**src/hdl/conv_arith_pkg.sv**
```systemverilog
`default_nettype none

package conv_arith_pkg;

    // Datapath widths
    localparam int pix_w          = 18;
    localparam int coef_w         = 18;
    localparam int prod_w         = pix_w + coef_w;
    localparam int acc_w          = 48;
    localparam int res_w          = 16;
    localparam int shift_w        = 5;
    localparam int window_default = 3;

    // Signed result limits held at accumulator width
    localparam logic signed [acc_w-1:0] res_max = {{(acc_w-res_w+1){1'b0}}, {(res_w-1){1'b1}}};
    localparam logic signed [acc_w-1:0] res_min = ~res_max;

    // Sign extend a product onto the cascade
    function automatic logic signed [acc_w-1:0] ext_prod(input logic signed [prod_w-1:0] p);
        return {{(acc_w-prod_w){p[prod_w-1]}}, p};
    endfunction

    function automatic logic signed [res_w-1:0] sat_res(input logic signed [acc_w-1:0] v);
        if (v > res_max) begin
            return res_max[res_w-1:0];
        end
        if (v < res_min) begin
            return res_min[res_w-1:0];
        end
        return v[res_w-1:0];
    endfunction

endpackage

`default_nettype wire

```
**src/hdl/conv_macc_stage.sv**
```systemverilog
`default_nettype none

module conv_macc_stage #(
    parameter int DELAY = 1,
    parameter bit ACCUM = 1'b0
) (
    input  wire                                       clk,
    input  wire                                       rst,
    input  wire signed [conv_arith_pkg::pix_w-1:0]    i_a,
    input  wire signed [conv_arith_pkg::coef_w-1:0]   i_b,
    input  wire signed [conv_arith_pkg::acc_w-1:0]    i_pcin,
    input  wire                                       i_accum,
    output logic signed [conv_arith_pkg::acc_w-1:0]   o_pout
);

    logic signed [conv_arith_pkg::pix_w-1:0]  a_dly [DELAY];
    logic signed [conv_arith_pkg::coef_w-1:0] b_dly [DELAY];
    logic signed [conv_arith_pkg::prod_w-1:0] prod;
    logic signed [conv_arith_pkg::acc_w-1:0]  prod_ext;

    //////////////////////////////////////////////////////////////////////
    // Operand alignment and multiply
    //////////////////////////////////////////////////////////////////////

    // Deeper rows wait longer so the cascade lines up per column
    always_ff @(posedge clk) begin
        a_dly[0] <= i_a;
        b_dly[0] <= i_b;
        for (int i = 1; i < DELAY; i++) begin
            a_dly[i] <= a_dly[i-1];
            b_dly[i] <= b_dly[i-1];
        end
        prod <= a_dly[DELAY-1] * b_dly[DELAY-1];
    end

    assign prod_ext = conv_arith_pkg::ext_prod(prod);

    //////////////////////////////////////////////////////////////////////
    // Post adder
    //////////////////////////////////////////////////////////////////////

    always_ff @(posedge clk) begin
        if (rst) begin
            o_pout <= '0;
        end else if (ACCUM && i_accum) begin
            // Keep summing columns of the same window
            o_pout <= o_pout + i_pcin + prod_ext;
        end else begin
            o_pout <= i_pcin + prod_ext;
        end
    end

endmodule

`default_nettype wire

```
**src/hdl/conv_array.sv**
```systemverilog
`default_nettype none

module conv_array #(
    parameter int WINDOW = conv_arith_pkg::window_default
) (
    input  wire                                          clk,
    input  wire                                          rst,
    input  wire                                          i_enable,
    input  wire                                          i_restart,
    input  wire                                          i_col_valid,
    input  wire [WINDOW*conv_arith_pkg::pix_w-1:0]       i_col,
    input  wire [WINDOW-1:0]                             i_filter_init,
    input  wire signed [conv_arith_pkg::coef_w-1:0]      i_coef,
    output logic signed [conv_arith_pkg::acc_w-1:0]      o_psum,
    output logic                                         o_psum_valid
);

    localparam int cnt_w = $clog2(WINDOW);

    logic signed [conv_arith_pkg::coef_w-1:0] bank [WINDOW][WINDOW];
    logic signed [conv_arith_pkg::acc_w-1:0]  casc [WINDOW];
    logic [cnt_w-1:0]                         cnt;
    logic                                     col_accept;
    logic                                     first_col;
    logic                                     win_done;
    logic [WINDOW+1:0]                        done_dly;
    logic [WINDOW:0]                          accum_dly;

    assign col_accept = i_col_valid && i_enable;
    assign first_col  = col_accept && (cnt == cnt_w'(WINDOW - 1));
    assign win_done   = col_accept && (cnt == '0);

    //////////////////////////////////////////////////////////////////////
    // Filter bank, one shift register per row
    //////////////////////////////////////////////////////////////////////

    // First coefficient written ends up at the top entry
    always_ff @(posedge clk) begin
        for (int r = 0; r < WINDOW; r++) begin
            if (i_filter_init[r]) begin
                bank[r][0] <= i_coef;
                for (int i = 1; i < WINDOW; i++) begin
                    bank[r][i] <= bank[r][i-1];
                end
            end
        end
    end

    // Column counter that also indexes the bank
    always_ff @(posedge clk) begin
        if (rst || i_restart) begin
            cnt <= cnt_w'(WINDOW - 1);
        end else if (col_accept) begin
            if (cnt == '0) begin
                cnt <= cnt_w'(WINDOW - 1);
            end else begin
                cnt <= cnt - 1'b1;
            end
        end
    end

    // Done flag lines up with the last slice output and the
    // accumulate flag with its post adder
    always_ff @(posedge clk) begin
        if (rst) begin
            done_dly  <= '0;
            accum_dly <= '0;
        end else begin
            done_dly  <= {done_dly[WINDOW:0], win_done};
            accum_dly <= {accum_dly[WINDOW-1:0], !first_col};
        end
    end

    assign o_psum_valid = done_dly[WINDOW+1];
    assign o_psum       = casc[WINDOW-1];

    //////////////////////////////////////////////////////////////////////
    // Slice cascade
    //////////////////////////////////////////////////////////////////////

    for (genvar k = 0; k < WINDOW; k++) begin : g_row
        logic signed [conv_arith_pkg::pix_w-1:0]  pix;
        logic signed [conv_arith_pkg::coef_w-1:0] coef;
        logic signed [conv_arith_pkg::acc_w-1:0]  pcin;

        // Idle cycles feed zeros so the accumulator holds
        assign pix  = col_accept ? i_col[k*conv_arith_pkg::pix_w +: conv_arith_pkg::pix_w] : '0;
        assign coef = col_accept ? bank[k][cnt] : '0;

        if (k == 0) begin : g_head
            assign pcin = '0;
        end else begin : g_link
            assign pcin = casc[k-1];
        end

        conv_macc_stage #(
            .DELAY (k + 1),
            .ACCUM (k == WINDOW - 1)
        ) u_stage (
            .clk     (clk),
            .rst     (rst),
            .i_a     (pix),
            .i_b     (coef),
            .i_pcin  (pcin),
            .i_accum (accum_dly[WINDOW]),
            .o_pout  (casc[k])
        );
    end

    // Windows take WINDOW columns, so results never come back to back
    a_psum_spacing: assert property (@(posedge clk) disable iff (rst)
        o_psum_valid |=> !o_psum_valid);

endmodule

`default_nettype wire

```
**config.mk**
```make
export PLATFORM = sky130hd
export DESIGN_NAME = conv_array
export DESIGN_NICKNAME = d
export VERILOG_FILES = /design/src/hdl/conv_arith_pkg.sv /design/src/hdl/conv_macc_stage.sv /design/src/hdl/conv_array.sv
export SDC_FILE = /design/constraint.sdc
export NUM_CORES = 2
export LEC_CHECK = 0
export BUFFER_PORTS_ARGS = -buffer_cell sky130_fd_sc_hd__clkbuf_2
export CAP_MARGIN = 30
export CORE_AREA = 2 2 438 309
export DETAILED_ROUTE_END_ITERATION = 8
export DIE_AREA = 0 0 440 311
export MAX_ROUTING_LAYER = met4
export PLACE_DENSITY = 0.68
export SLEW_MARGIN = 10
export SYNTH_ARGS = -nofsm -noshare
export SYNTH_HDL_FRONTEND = slang
export SYNTH_HIERARCHICAL = 1
export SYNTH_SLANG_ARGS = --single-unit
export TNS_END_PERCENT = 100
```
**constraint.sdc**
```tcl
create_clock -name clk -period 13.9 [get_ports clk]
set_input_delay 0 -clock clk [delete_from_list [all_inputs] [get_ports clk]]
set_output_delay 0 -clock clk [all_outputs]
set_load 0.005 [all_outputs]
```
==> impl_metrics.ini <==
[power_and_ir_drop]
power_density_mw_per_mm2 = 109
p_leak_nw = 35.1
ir_drop_v = 0.000113
p_total_mw = 7.87

[global_route]
first_global_vias = 48000
grt_use_total_pct = 26.1
antenna_found_initial = 3
grt_start_max_net_pins = 88
grt_pass1_wl_mm = 272
grt_overflow = 0

[placement]
dpl.hpwl_mm = 137
dpl-instance-area_mm2 = 0.0681
portBuffers = 128
gp_routability_congestion = 0.953

[critical_path]
endpoint_kind = flip-flop
worst-path-max-fanout = 18
worstSetupPathType = reg2reg
r2r_end = g_row[2].u_stage/prod[35]
reg2reg_from = g_row[2].u_stage/a_dly[0][53]
crit_required_ns = 14.46
reg2reg_depth = 22
endpoint = g_row[2].u_stage/prod[35]
cp-startpoint = g_row[2].u_stage/a_dly[0][53]
critPathArrivalTime_ns = 7.76
crit_path_start_kind = flip-flop
rrSetupSlack_ns = 6.71

[sta]
fin_crit_sh_pct = 51.8
final_max_slew_viol_count = 0
finalSetupViolCount = 0
finalHoldViolCount = 0
rsz0062_at_grt = no
fmax_ghz = 0.139
skew_ns = 0.0332
worstMarginPinSlew_ns = 1.02
fin_crit_ns = 7.19
tns_ns = 0
maxSlewHeadroom_pct = 31.6

[die]
fp.dieH_um = 311
die_x_um = 440
dieArea_mm2 = 0.137
rows = 112
coreArea_mm2 = 0.133
initial_core_util_pct = 49.7
ios = 129

[run_status]
status = finished, final reports clean

[clock_tree]
cts.path.max_buffers = 3
cts_made_buffers = 72
cts_root_buf = clkbuf_16
cts_sinks = 641
ctsResizeCount = 0
cts_max_level = 3
cts_tree = yes
clkLatencyLatePin_ns = 0.69
clk_transition_reported_paths_ns = 0.07

[logic_synthesis]
syn_inst = 6860
yosys_warnings = 6
ys_seq_area_share_pct = 21.9
syn_area_mm2 = 0.0660
postSynth.asyncResetShare_pct = 0
synth_area_leader_cell = fa_1
ys_top_cells_by_area = fa_1 32%, dfxtp_1 15%, ha_1 8.9%
synth_top_area_share_pct = 31.5
synth.avg_cell_area_um2 = 9.61
synth_edf_count = 162
yosysUniqueCellTypes = 96
ys_ff_latch = 641
ys.flop_type = dfxtp_1

[routing]
drt-pass1-iter-count = 6
drtIter0Drc = 4176
drc_errors = 0
postRouteAntennaNets = 0
wire_per_inst_um = 19.4
viasPerCell = 5.38
num_vias = 47500
routed_wl_mm = 172

[cells_and_area]
final_cell_mix = 1,237 x inv_1, 1,038 x fa_1, 664 x nand2_1
final_area_mm2 = 0.0719
drive_gt1_share_pct = 5.86
fin_nets = 8591
layout_commonest_cell = inv_1
area_growth_pct = 9.04

[hold_path]
min_path_type = in2reg

[job]
maxCapViolations = 0
==> metrics by stage <==
step | hold slack, ns | worst slack (ns) | instances | util [%]
final | 0.0582 | 6.71 | 8831 | 54.2
after global routing | 0.0595 | 6.28 | 8830 | 54.2
after CTS | 0.000411 | 6.75 | 8827 | 54.1
after detailed placement | 0.217 | 6.80 | 8570 | 51.3
after global placement | 0.211 | 6.87 | 8570 | 51.3
after floorplan | 0.0716 | 7.77 | 6908 | -
==> layer usage <==
metal	share of wire, %	global-route usage [%]	wire length, um
met2	40	34.9	69100
met5	0	-	0
met3	8.8	5.18	15200
met1	49	40.8	84700
met4	1.4	4.32	2480
==> state kept, by name, summed over array words and instances (netlist names) <==
name and count:
g_row.u_stage/prod 108, g_row.u_stage/b_dly 108, accum_dly 4, g_row.u_stage/o_pout 144, bank 162, cnt 2, done_dly 5, g_row.u_stage/a_dly 108
==> cells in the mapped netlist, drive strengths merged, types with 9 or more instances <==
master     n
a21o     146
xor2      94
a21oi    337
buf       45
dfxtp    479
xnor2    165
a21boi    10
nand3    101
and3      98
a211oi    38
a311oi     9
ha       469
a31oi     38
clkbuf   203
nor2b     47
nand2    665
o31ai     11
and2     512
nor3      56
o22ai     15
o21ai    146
a221oi    12
fa      1038
o211ai    31
mux2      64
o31a      10
and4       9
o21bai    35
o21a      38
nor2     306
or2       13
nand2b    40
inv     1239
or3       13
nand4     48
edfxtp   162
==> power breakdown <==
group	internal, mW	total, mW	switching, mW	leakage, nW
Combinational	1.32	3.30	1.97	28.3
Sequential	2.19	2.55	0.355	5.54
Clock	1.15	2.03	0.873	1.24
Total	4.67	7.87	3.20	35.1
==> cell families after synthesis <==
group	count (synthesis)	synth area share [%]
simple gates	1929	14.4
compound gates	964	9.74
other cells	1	0.00569
xor+xnor	259	3.44
fa+ha+maj	1507	40.4
mux	71	1.43
buf+inv	1488	8.65
flops	641	21.9
==> critical path: stages (launching register included) <==
cell and delay, ns:
dfxtp_1 0.74, nand2_1 0.21, inv_1 0.18, fa_1 0.44
inv_1 0.25, fa_1 0.48, inv_1 0.10, ha_1 0.41
inv_1 0.24, fa_1 0.54, inv_1 0.06, fa_1 0.52
inv_1 0.05, fa_1 0.48, inv_1 0.04, ha_1 0.37
and4_1 0.23, and3_1 0.19, a31oi_1 0.35, a21boi_1 0.25
a2111oi_0 0.54, nor2_1 0.14, o211a_1 0.25
==> worst min-delay path by stage <==
stage | cells after the start | slack, ns | from | to
floorplan | 1 | 0.07 | rst | accum_dly[3]
global placement | 2 | 0.21 | i_restart | cnt[0]
detailed placement | 2 | 0.22 | i_restart | cnt[0]
CTS | 3 | 0.0004 | i_enable | g_row[0].u_stage/a_dly[0][17]
global route | 3 | 0.06 | i_enable | g_row[0].u_stage/a_dly[0][17]
finish | 3 | 0.06 | i_enable | g_row[0].u_stage/a_dly[0][17]
==> layout make-up <==
class	count	area, um^2
Fill cell	11800	60800
Multi-Input combinational cell	4779	46000
Sequential cell	641	14500
Inverter	1240	4650
Tap cell	1767	2210
Timing Repair Buffer	270	2070
Clock buffer	92	2060
Clock inverter	41	484
Antenna cell	1	2.50
==> repair_timing <==
item | CTS | global route
setup buffers | 0 | 0
hold endpoints to repair | 234 | 0
hold buffers | 124 | 0
(Power assumes the default switching activity.)
