--- src/hdl/conv_arith_pkg.sv ---
`default_nettype none

package conv_arith_pkg;

    // Datapath widths
    localparam int pix_w          = 18;
    localparam int coef_w         = 18;
    localparam int prod_w         = pix_w + coef_w;
    localparam int acc_w          = 48;
    localparam int res_w          = 16;
    localparam int shift_w        = 5;
    localparam int window_default = 3;

    // Signed result limits held at accumulator width
    localparam logic signed [acc_w-1:0] res_max = {{(acc_w-res_w+1){1'b0}}, {(res_w-1){1'b1}}};
    localparam logic signed [acc_w-1:0] res_min = ~res_max;

    // Sign extend a product onto the cascade
    function automatic logic signed [acc_w-1:0] ext_prod(input logic signed [prod_w-1:0] p);
        return {{(acc_w-prod_w){p[prod_w-1]}}, p};
    endfunction

    function automatic logic signed [res_w-1:0] sat_res(input logic signed [acc_w-1:0] v);
        if (v > res_max) begin
            return res_max[res_w-1:0];
        end
        if (v < res_min) begin
            return res_min[res_w-1:0];
        end
        return v[res_w-1:0];
    endfunction

endpackage

`default_nettype wire

--- src/hdl/conv_regs_pkg.sv ---
`default_nettype none

package conv_regs_pkg;

    localparam int apb_addr_w = 12;

    // Word aligned register offsets
    typedef enum logic [apb_addr_w-1:0] {
        REG_CTRL     = 12'h000,
        REG_COEF     = 12'h004,
        REG_COEF_SEL = 12'h008,
        REG_STATUS   = 12'h00C
    } conv_reg_e;

    // REG_CTRL fields
    localparam int ctrl_enable_bit  = 0;
    localparam int ctrl_relu_bit    = 1;
    localparam int ctrl_restart_bit = 2;
    localparam int ctrl_shift_lsb   = 8;

    // REG_COEF_SEL fields
    localparam int coef_sel_ch_bit  = 4;
    localparam int coef_sel_row_lsb = 0;
    localparam int coef_sel_row_w   = 2;

endpackage

`default_nettype wire

--- src/hdl/conv_cfg_regs.sv ---
`default_nettype none

module conv_cfg_regs #(
    parameter int WINDOW = conv_arith_pkg::window_default
) (
    input  wire                                         clk,
    input  wire                                         rst,
    input  wire                                         i_psel,
    input  wire                                         i_penable,
    input  wire                                         i_pwrite,
    input  wire [conv_regs_pkg::apb_addr_w-1:0]         i_paddr,
    input  wire [31:0]                                  i_pwdata,
    input  wire                                         i_result_pulse,
    output logic [31:0]                                 o_prdata,
    output logic                                        o_pready,
    output logic                                        o_pslverr,
    output logic                                        o_enable,
    output logic                                        o_relu,
    output logic [conv_arith_pkg::shift_w-1:0]          o_shift,
    output logic                                        o_restart,
    output logic signed [conv_arith_pkg::coef_w-1:0]    o_coef,
    output logic [WINDOW-1:0]                           o_filter_init_ch0,
    output logic [WINDOW-1:0]                           o_filter_init_ch1
);

    conv_regs_pkg::conv_reg_e                    reg_addr;
    logic                                        access;
    logic                                        addr_ok;
    logic                                        wr;
    logic                                        sel_ch;
    logic [conv_regs_pkg::coef_sel_row_w-1:0]    sel_row;
    logic [31:0]                                 count;

    assign reg_addr = conv_regs_pkg::conv_reg_e'(i_paddr);
    assign access   = i_psel && i_penable;
    assign wr       = access && i_pwrite && addr_ok;
    assign o_pready  = 1'b1;
    assign o_pslverr = access && !addr_ok;

    // Address decode and read mux
    always_comb begin
        addr_ok  = 1'b1;
        o_prdata = '0;
        case (reg_addr)
            conv_regs_pkg::REG_CTRL: begin
                o_prdata[conv_regs_pkg::ctrl_enable_bit] = o_enable;
                o_prdata[conv_regs_pkg::ctrl_relu_bit]   = o_relu;
                o_prdata[conv_regs_pkg::ctrl_shift_lsb +: conv_arith_pkg::shift_w] = o_shift;
            end
            conv_regs_pkg::REG_COEF_SEL: begin
                o_prdata[conv_regs_pkg::coef_sel_ch_bit] = sel_ch;
                o_prdata[conv_regs_pkg::coef_sel_row_lsb +: conv_regs_pkg::coef_sel_row_w] = sel_row;
            end
            conv_regs_pkg::REG_STATUS: o_prdata = count;
            conv_regs_pkg::REG_COEF:   addr_ok = 1'b1;
            default:                   addr_ok = 1'b0;
        endcase
    end

    //////////////////////////////////////////////////////////////////////
    // Register writes, pulses and result count
    //////////////////////////////////////////////////////////////////////

    always_ff @(posedge clk) begin
        if (rst) begin
            o_enable          <= 1'b0;
            o_relu            <= 1'b0;
            o_shift           <= '0;
            o_restart         <= 1'b0;
            sel_ch            <= 1'b0;
            sel_row           <= '0;
            o_filter_init_ch0 <= '0;
            o_filter_init_ch1 <= '0;
            count             <= '0;
        end else begin
            o_restart         <= wr && reg_addr == conv_regs_pkg::REG_CTRL
                                 && i_pwdata[conv_regs_pkg::ctrl_restart_bit];
            // One row of one channel per coefficient write
            for (int r = 0; r < WINDOW; r++) begin
                o_filter_init_ch0[r] <= wr && reg_addr == conv_regs_pkg::REG_COEF
                                        && !sel_ch && sel_row == r;
                o_filter_init_ch1[r] <= wr && reg_addr == conv_regs_pkg::REG_COEF
                                        && sel_ch && sel_row == r;
            end
            if (i_result_pulse) begin
                count <= count + 1'b1;
            end
            if (wr && reg_addr == conv_regs_pkg::REG_CTRL) begin
                o_enable <= i_pwdata[conv_regs_pkg::ctrl_enable_bit];
                o_relu   <= i_pwdata[conv_regs_pkg::ctrl_relu_bit];
                o_shift  <= i_pwdata[conv_regs_pkg::ctrl_shift_lsb +: conv_arith_pkg::shift_w];
            end
            if (wr && reg_addr == conv_regs_pkg::REG_COEF_SEL) begin
                sel_ch  <= i_pwdata[conv_regs_pkg::coef_sel_ch_bit];
                sel_row <= i_pwdata[conv_regs_pkg::coef_sel_row_lsb +: conv_regs_pkg::coef_sel_row_w];
            end
        end
    end

    // Coefficient bus lines up with the init pulse
    always_ff @(posedge clk) begin
        if (wr && reg_addr == conv_regs_pkg::REG_COEF) begin
            o_coef <= i_pwdata[conv_arith_pkg::coef_w-1:0];
        end
    end

    a_apb_setup: assert property (@(posedge clk) disable iff (rst)
        i_penable |-> i_psel && $past(i_psel));

    a_init_onehot: assert property (@(posedge clk) disable iff (rst)
        $onehot0({o_filter_init_ch1, o_filter_init_ch0}));

endmodule

`default_nettype wire

--- config.mk ---
export PLATFORM = sky130hd
export DESIGN_NAME = conv_cfg_regs
export DESIGN_NICKNAME = d
export VERILOG_FILES = /design/src/hdl/conv_arith_pkg.sv /design/src/hdl/conv_regs_pkg.sv /design/src/hdl/conv_cfg_regs.sv
export SDC_FILE = /design/constraint.sdc
export NUM_CORES = 1
export LEC_CHECK = 0
export BUFFER_PORTS_ARGS = -buffer_cell sky130_fd_sc_hd__buf_2
export CELL_PAD_IN_SITES_DETAIL_PLACEMENT = 1
export CELL_PAD_IN_SITES_GLOBAL_PLACEMENT = 1
export CORE_MARGIN = 8
export CORE_UTILIZATION = 40
export CTS_BUF_LIST = sky130_fd_sc_hd__clkbuf_2
export CTS_CLUSTER_DIAMETER = 80
export DETAILED_ROUTE_END_ITERATION = 12
export HOLD_SLACK_MARGIN = 0.15
export MAX_ROUTING_LAYER = met4
export PLACE_DENSITY = 0.95
export SETUP_SLACK_MARGIN = 0.15
export SYNTH_ARGS = -nofsm -noshare
export SYNTH_HDL_FRONTEND = slang
export SYNTH_SLANG_ARGS = --single-unit
export TNS_END_PERCENT = 100
--- constraint.sdc ---
create_clock -name clk -period 4.7 [get_ports clk]
set_input_delay 0.47 -clock clk [delete_from_list [all_inputs] [get_ports clk]]
set_output_delay 0.47 -clock clk [all_outputs]
set_load 0.005 [all_outputs]
==> qor.csv, run 1 <==
metric;value;unit
Die Height;104;um
PwrDens;266;nW/um2
Synth Area in Compound Gates;10.5;%
Pleak;1.61;nW
clock sinks;67;
CTS tree;built;
IO buf count;100;
WL per Instance;19.3;um
simple-gate area share of the yosys netlist;30.2;%
Post-Synth Adder-Cell Area;0.401;%
worst slew pin tran;1.07;ns
dominant synthesized flop cell;dfxtp_1;
nature of the critical path startpoint;input port;
CTS Buf Count;9;
Top Ports;116;
hold path startpoint;i_penable;
Rows;32;
CP delay by family, top;simple AND/OR/NAND/NOR gates;
critical path capture point type;primary output;
clock skew;0.0242;ns
total gr overflow;0;
CTS max path bufs;2;
Initial DRT Pass Iterations;4;
Crit Reg-Reg Endpoint;count[28]$_SDFFE_PP0P_;
sequential-to-total area share from yosys stat;48.8;%
clk slew on worst S/H paths;0.21;ns
Root Buffer Master;clkbuf_2;
multi-input logic area;1480;um2
htree depth;3;
number of flops mapped to enable cells by yosys;18;
setup TNS;0;ns
largest net degree at the start of global routing;53;
Worst Path Max Fanout;23;
crit path max-delay cell type;nor2_1;
# Max-Cap Violations;0;
delay of the slowest critical-path stage;0.86;ns
WP data required;4.23;ns
Antenna Nets Post-Route;0;
Fill cells;904;
Mapped Cells;330;
relative slew slack;28.4;%
initial core utilization;40.8;%
Post-Syn Area;3120;um2
Syn-to-layout area delta;27.2;%
Layout Cells excl Fill;548;
ratio of cells with drive above 1 in the final layout;29.1;%
gpl congestion;0.803;
synth unique cells;45;
die footprint;10900;um2
total inserted antenna cells;0;
Placed Instances;514;
largest family of logic cells by synthesized area;simple AND/OR/NAND/NOR gates;
GRT Util Overall;19.7;%
cell with the most instances after synthesis;dfxtp_1;
top post-synthesis cells by count;49 x dfxtp_1, 32 x nor2_1, 25 x a21oi_1, 23 x and2_1, 19 x nand3_1;
CP Data Arrival Time;2.54;ns
most used cell, CP;buf_2;
clk_lat worst skew;0.50;ns
register area;1520;um2
Synth warnings;0;
mux cell area share after synthesis;3.53;%
Hold EP;o_restart$_SDFF_PP0_;
number of max-slew violations in the final report;0;
Hold Crit Depth;3;
post-synthesis xor/xnor area fraction;2.81;%
first-pass GRT wire length;17000;um
outcome;completed;
Post-Syn Area per Cell;9.46;um2
hold crit path type;in2reg;
via/cell ratio;5.55;
#FFs+latches synth;67;
Critical Path Start;i_paddr[5];
Reg2Reg Setup Slack;2.49;ns
ys async rst share;0;%
Setup-failing EPs final;0;
DRT iter0 DRCs;109;
total power;1.06;mW
Crit Path Class;in2out;
Final HPWL DP;7180;um
minimum clock period after layout;3.01;ns
final core occ;51.9;%
Layout Nets;492;
vias in the first global route;3126;
Worst Path Buf+Inv;2;
DRC;0;
Cell Chain, Critical Path;buf_2 -> nor4_1 -> nand3_1 -> nor2_1 -> and2_1 -> buf_2;
worst r2r path cells;5;
initial antenna violation count;0;
routed via count;3044;
Tcrit/Tclk final;64.0;%
core area;7650;um2
WL final;10600;um
Highest Clock Rate;333;MHz
main area contributors after synthesis;dfxtp_1 31%, edfxtp_1 17%, and2_1 4.6%;
Synth area leader;dfxtp_1;
Post-Syn Nets;381;
Hold Vio Cnt, Final;0;
RSZ-0062 raised after global routing;no;
Die X;104;um
area share of the largest cell type after synthesis;31.4;%
maximum vdd drop;0.135;mV
worst reg2reg startpoint;count[0]$_SDFFE_PP0P_;
==> stage by stage <==
| step | hold WS [ns] | cell area (um2) | setup slack [ns] |
|---|---|---|---|
| finish | 0.270 | 3970 | 1.69 |
| global placement | 0.471 | 3650 | 1.77 |
| detailed placement | 0.491 | 3650 | 1.61 |
| global route | 0.231 | 3970 | 1.42 |
| floorplan | 0.456 | 3120 | 2.49 |
| CTS | 0.151 | 3940 | 1.61 |
==> worst max path at each step <==
stage                           to  slack [ns]  cells after the start
6_report               o_prdata[5]        1.69                      6
5_1_grt                o_prdata[6]        1.42                      6
4_1_cts                o_prdata[6]        1.61                      6
3_5_place_dp           o_prdata[6]        1.61                      6
3_3_place_gp           o_prdata[6]        1.77                      6
2_1_floorplan  o_coef[0]$_DFFE_PP_        2.49                      4
==> worst min-delay path: stages <==
cell,delay (ns)
buf_2,0.13
nand4_1,0.08
nor4b_1,0.07
==> layout by cell type, fill, tap and decap left out, types with 2 or more instances in the layout <==
cell and n:
bufinv_16 2, or4b_1 3, a21oi_1 25, o21ai_0 16, nor2_1 32, nand4_1 10, mux2_2 4, and2b_1 4
mux2i_1 2, nand2_1 15, xnor2_1 3, nor3_1 6, buf_2 100, o31ai_1 8, clkinvlp_4 4, or3_1 7
or3_4 2, and4_1 3, nand3_1 19, nor2b_1 3, and3_1 7, nand4_2 3, clkbuf_2 10, inv_1 2
dfxtp_1 49, edfxtp_1 18, a22oi_1 7, dlygate4sd3_1 18, and2_1 23, nor4_1 9, xor2_1 7, mux2_1 4
or4_1 8
==> logic make-up after synthesis <==
family | after synthesis
and+or+nand+nor | 163
DFF | 67
buffers and inverters | 21
other | 1
adders and majority gates | 1
muxes | 10
AOI/OAI and AO/OA | 57
xor gates and xnor gates | 10
==> area by class of cell <==
cell class | count | share of cell area [%]
well taps | 102 | 3.22
multi-input cells | 242 | 37.4
flip-flops and latches | 67 | 38.3
clock inverters | 6 | 2.27
repair buffers | 119 | 17.3
clock buffers | 10 | 1.26
inverters | 2 | 0.189
==> state kept, by name, summed over array words and instances (netlist names) <==
signal             count
count                 32
o_coef                18
o_enable               1
o_filter_init_ch0      3
o_filter_init_ch1      3
o_relu                 1
o_restart              1
o_shift                5
sel_ch                 1
sel_row                2
==> repair_timing <==
action	CTS	global route
hold buffers	15	3
buffers inserted	0	0
gates resized for setup	0	0
hold endpoints to repair	15	3
==> per-layer routing <==
layer / vias up / track usage, % / wire, um
met5: - / - / 0
li1: 1431 / - / -
met4: 0 / 5.79 / 150
met3: 17 / 4.89 / 706
met1: 1482 / 23.9 / 4700
met2: 114 / 31.4 / 5030
==> where the power goes <==
| part | internal (mW) | total, mW | switching (mW) |
|---|---|---|---|
| Sequential | 0.594 | 0.597 | 0.00269 |
| Combinational | 0.0281 | 0.0594 | 0.0313 |
| Clock | 0.177 | 0.400 | 0.223 |
| Total | 0.800 | 1.06 | 0.257 |
Power figures use the tool's default switching activity.
==> run 2: changes to the inputs <==
CORE_UTILIZATION = 34   (was 40)
PLACE_DENSITY = 0.89   (was 0.95)
clock period = 2.6 ns   (was 4.7 ns; I/O delays follow)
==> run 2 against run 1 <==
- via count up 0.26%
- hold slack worse by 0.074 ns
- clock power rose by 71%
- critical endpoint is now count[28]$_SDFFE_PP0P_
- critical path type is now reg2reg
- power grew 77%
- sequential power rose by 81%
- die area rose by 15%
- flip-flop and latch count is the same
- final cell count increased by 2.9%
- design area rose by 1.5%
- sequential share of layout area decreased by 0.57 points
==> qor.csv, run 2 (same netlist as run 1, synthesis figures left out) <==
metric;value;unit;change
Initial DRT Pass Iterations;4;;unchanged
outcome;completed;;
CTS tree;built;;
initial core utilization;34.4;%;-6.4 points
max FFs per register;32;;unchanged
htree depth;3;;unchanged
DRT iter0 DRCs;153;;+40%
Top reg by flops;count;;
crit path max-delay cell type;dfxtp_1;;
Place WS;0.339;ns;-1.27 ns
Placed Area;3680;um2;+0.93%
PnR worst setup slack;0.353;ns;-1.34 ns
hold path startpoint;i_paddr[3];;
Hold EP;o_filter_init_ch1[1]$_SDFF_PP0_;;
worst slew pin tran;0.931;ns;-0.139 ns
critical path capture point type;flip-flop;;
most frequent cells in the layout;100 x buf_2, 49 x dfxtp_1, 32 x nor2_1;;
met2 track demand over resource;31.0;%;-0.36 points
number of max-slew violations in the final report;0;;unchanged
Cell Chain, Critical Path;ha_1 -> nand4_2 -> or2_1 -> nor4_1 -> mux2_1;;
Syn-to-layout area delta;29.1;%;
CTS max path bufs;2;;unchanged
via/cell ratio;5.41;;-2.6%
Layout Nets;499;;+1.4%
most common cell after layout, fill and taps aside;buf_2;;
met1 Use GR;18.1;%;-5.8 points
# Max-Cap Violations;0;;unchanged
IO buf count;100;;unchanged
largest net degree at the start of global routing;53;;unchanged
Crit Reg-Reg Endpoint;count[28]$_SDFFE_PP0P_;;
clock sinks;67;;unchanged
CTS Buf Count;9;;unchanged
Top Usage Layer GRT;met2;;
post-route cell area;4030;um2;+1.5%
core area;9060;um2;+19%
Worst Path Max Fanout;17;;-26%
clk_lat worst skew;0.55;ns;+0.05 ns
setup bufs post-CTS;0;;unchanged
met3 Usage GRT;5.79;%;+0.90 points
Die Height;112;um;+7.2%
initial antenna violation count;0;;unchanged
nature of the critical path startpoint;flip-flop;;
Rows;35;;+9.4%
total gr overflow;0;;unchanged
Reg2Reg Setup Slack;0.35;ns;-2.14 ns
Antenna Nets Post-Route;0;;unchanged
DRC;0;;unchanged
Fill cells;1084;;+20%
setup TNS;0;ns;unchanged
first-pass GRT wire length;17100;um;+0.20%
Crit Path Class;reg2reg;;
Hold Crit Depth;3;;unchanged
Hold Vio Cnt, Final;0;;unchanged
clk slew on worst S/H paths;0.21;ns;about the same
Worst Path Buf+Inv;0;;-2
worst r2r path cells;5;;unchanged
vias in the first global route;3324;;+6.3%
WHS;0.196;ns;-0.0739 ns
Root Buffer Master;clkbuf_2;;
PwrDens;465;nW/um2;+75%
routed via count;3052;;+0.26%
Pleak;1.65;nW;+2.1%
minimum clock period after layout;2.25;ns;
relative slew slack;37.9;%;+9.6 points
worst reg2reg startpoint;count[0]$_SDFFE_PP0P_;;
maximum vdd drop;0.228;mV;+69%
gpl congestion;0.810;;+0.82%
Highest Clock Rate;445;MHz;
GRT Util Overall;17.4;%;-2.3 points
total inserted antenna cells;0;;unchanged
ratio of cells with drive above 1 in the final layout;29.4;%;+0.21 points
WL final;10600;um;-0.17%
CP Data Arrival Time;2.66;ns;+0.12 ns
Tcrit/Tclk final;86.4;%;
WL per Instance;18.8;um;-3.0%
Setup-failing EPs final;0;;unchanged
Largest regs;count x32, o_coef x18, o_shift x5;;
clock skew;0.0513;ns;+0.0271 ns
hold crit path type;in2reg;;
WP data required;3.01;ns;-1.22 ns
Final HPWL DP;7140;um;-0.52%
delay of the slowest critical-path stage;0.48;ns;-0.38 ns
RSZ-0062 raised after global routing;no;;
die footprint;12500;um2;+15%
CP delay by family, top;simple AND/OR/NAND/NOR gates;;
Top Ports;116;;unchanged
Die X;112;um;+7.2%
run 2: changes by cell type in the layout (fill, tap and decap cells not counted):
cell	change
inv_6	+4
dlygate4sd3_1	+4
buf_4	+3
clkinv_4	+1
bufinv_16	-1
clkbuf_2	-1
clkinvlp_4	-3
run 2: metal layers:
layer  vias to the layer above  wire length (um)
met5                         -                 0
met2                       115              5390
met3                        14               669
met4                         0                98
met1                      1483              4420
li1                       1440                 -
run 2: area by class of cell:
cell class                 count  area, um2  share of cell area, %
inverter                       2       7.51                  0.186
clock buffer                   9       45.0                   1.12
sequential                    67       1520                   37.8
tap                          111        139                   3.45
clock inverter                 7       81.3                   2.02
timing repair buffer         126        751                   18.6
multi-input combinational    242       1480                   36.8
run 2: what timing repair did:
| item | CTS | global route |
|---|---|---|
| endpoints found under the hold margin | 36 | 0 |
| hold buffers | 22 | 0 |
| gates resized for setup | 0 | 0 |
run 2: worst min-delay path, cell delays in order:
cell,delay [ns]
buf_2,0.19
or4b_1,0.20
nor2_1,0.04
run 2: stage by stage:
stage / util [%] / std cells / total power [mW]
floorplan: - / 330 / 1.14
global placement: 40.6 / 526 / 1.18
detailed placement: 40.6 / 526 / 1.18
CTS: 44.4 / 564 / 1.88
global route: 44.4 / 564 / 1.95
finish: 44.4 / 564 / 1.87
run 2: worst max-delay path by stage:
stage / cells past startpoint / from / slack [ns] / end
after floorplan: 4 / i_paddr[11] / 0.60 / o_coef[0]$_DFFE_PP_
after global routing: 5 / count[1]$_SDFFE_PP0P_ / 0.29 / count[28]$_SDFFE_PP0P_
final: 5 / count[0]$_SDFFE_PP0P_ / 0.35 / count[28]$_SDFFE_PP0P_
after detailed placement: 6 / i_paddr[11] / 0.34 / o_coef[3]$_DFFE_PP_
after global placement: 6 / i_paddr[11] / 0.42 / o_coef[11]$_DFFE_PP_
after CTS: 5 / count[0]$_SDFFE_PP0P_ / 0.34 / count[28]$_SDFFE_PP0P_
run 2: power by group:
part	leakage, nW	switching, mW	internal, mW	total (mW)
sequential	0.557	0.00526	1.08	1.08
combinational	1.01	0.0548	0.0549	0.110
clock	0.0739	0.445	0.237	0.683
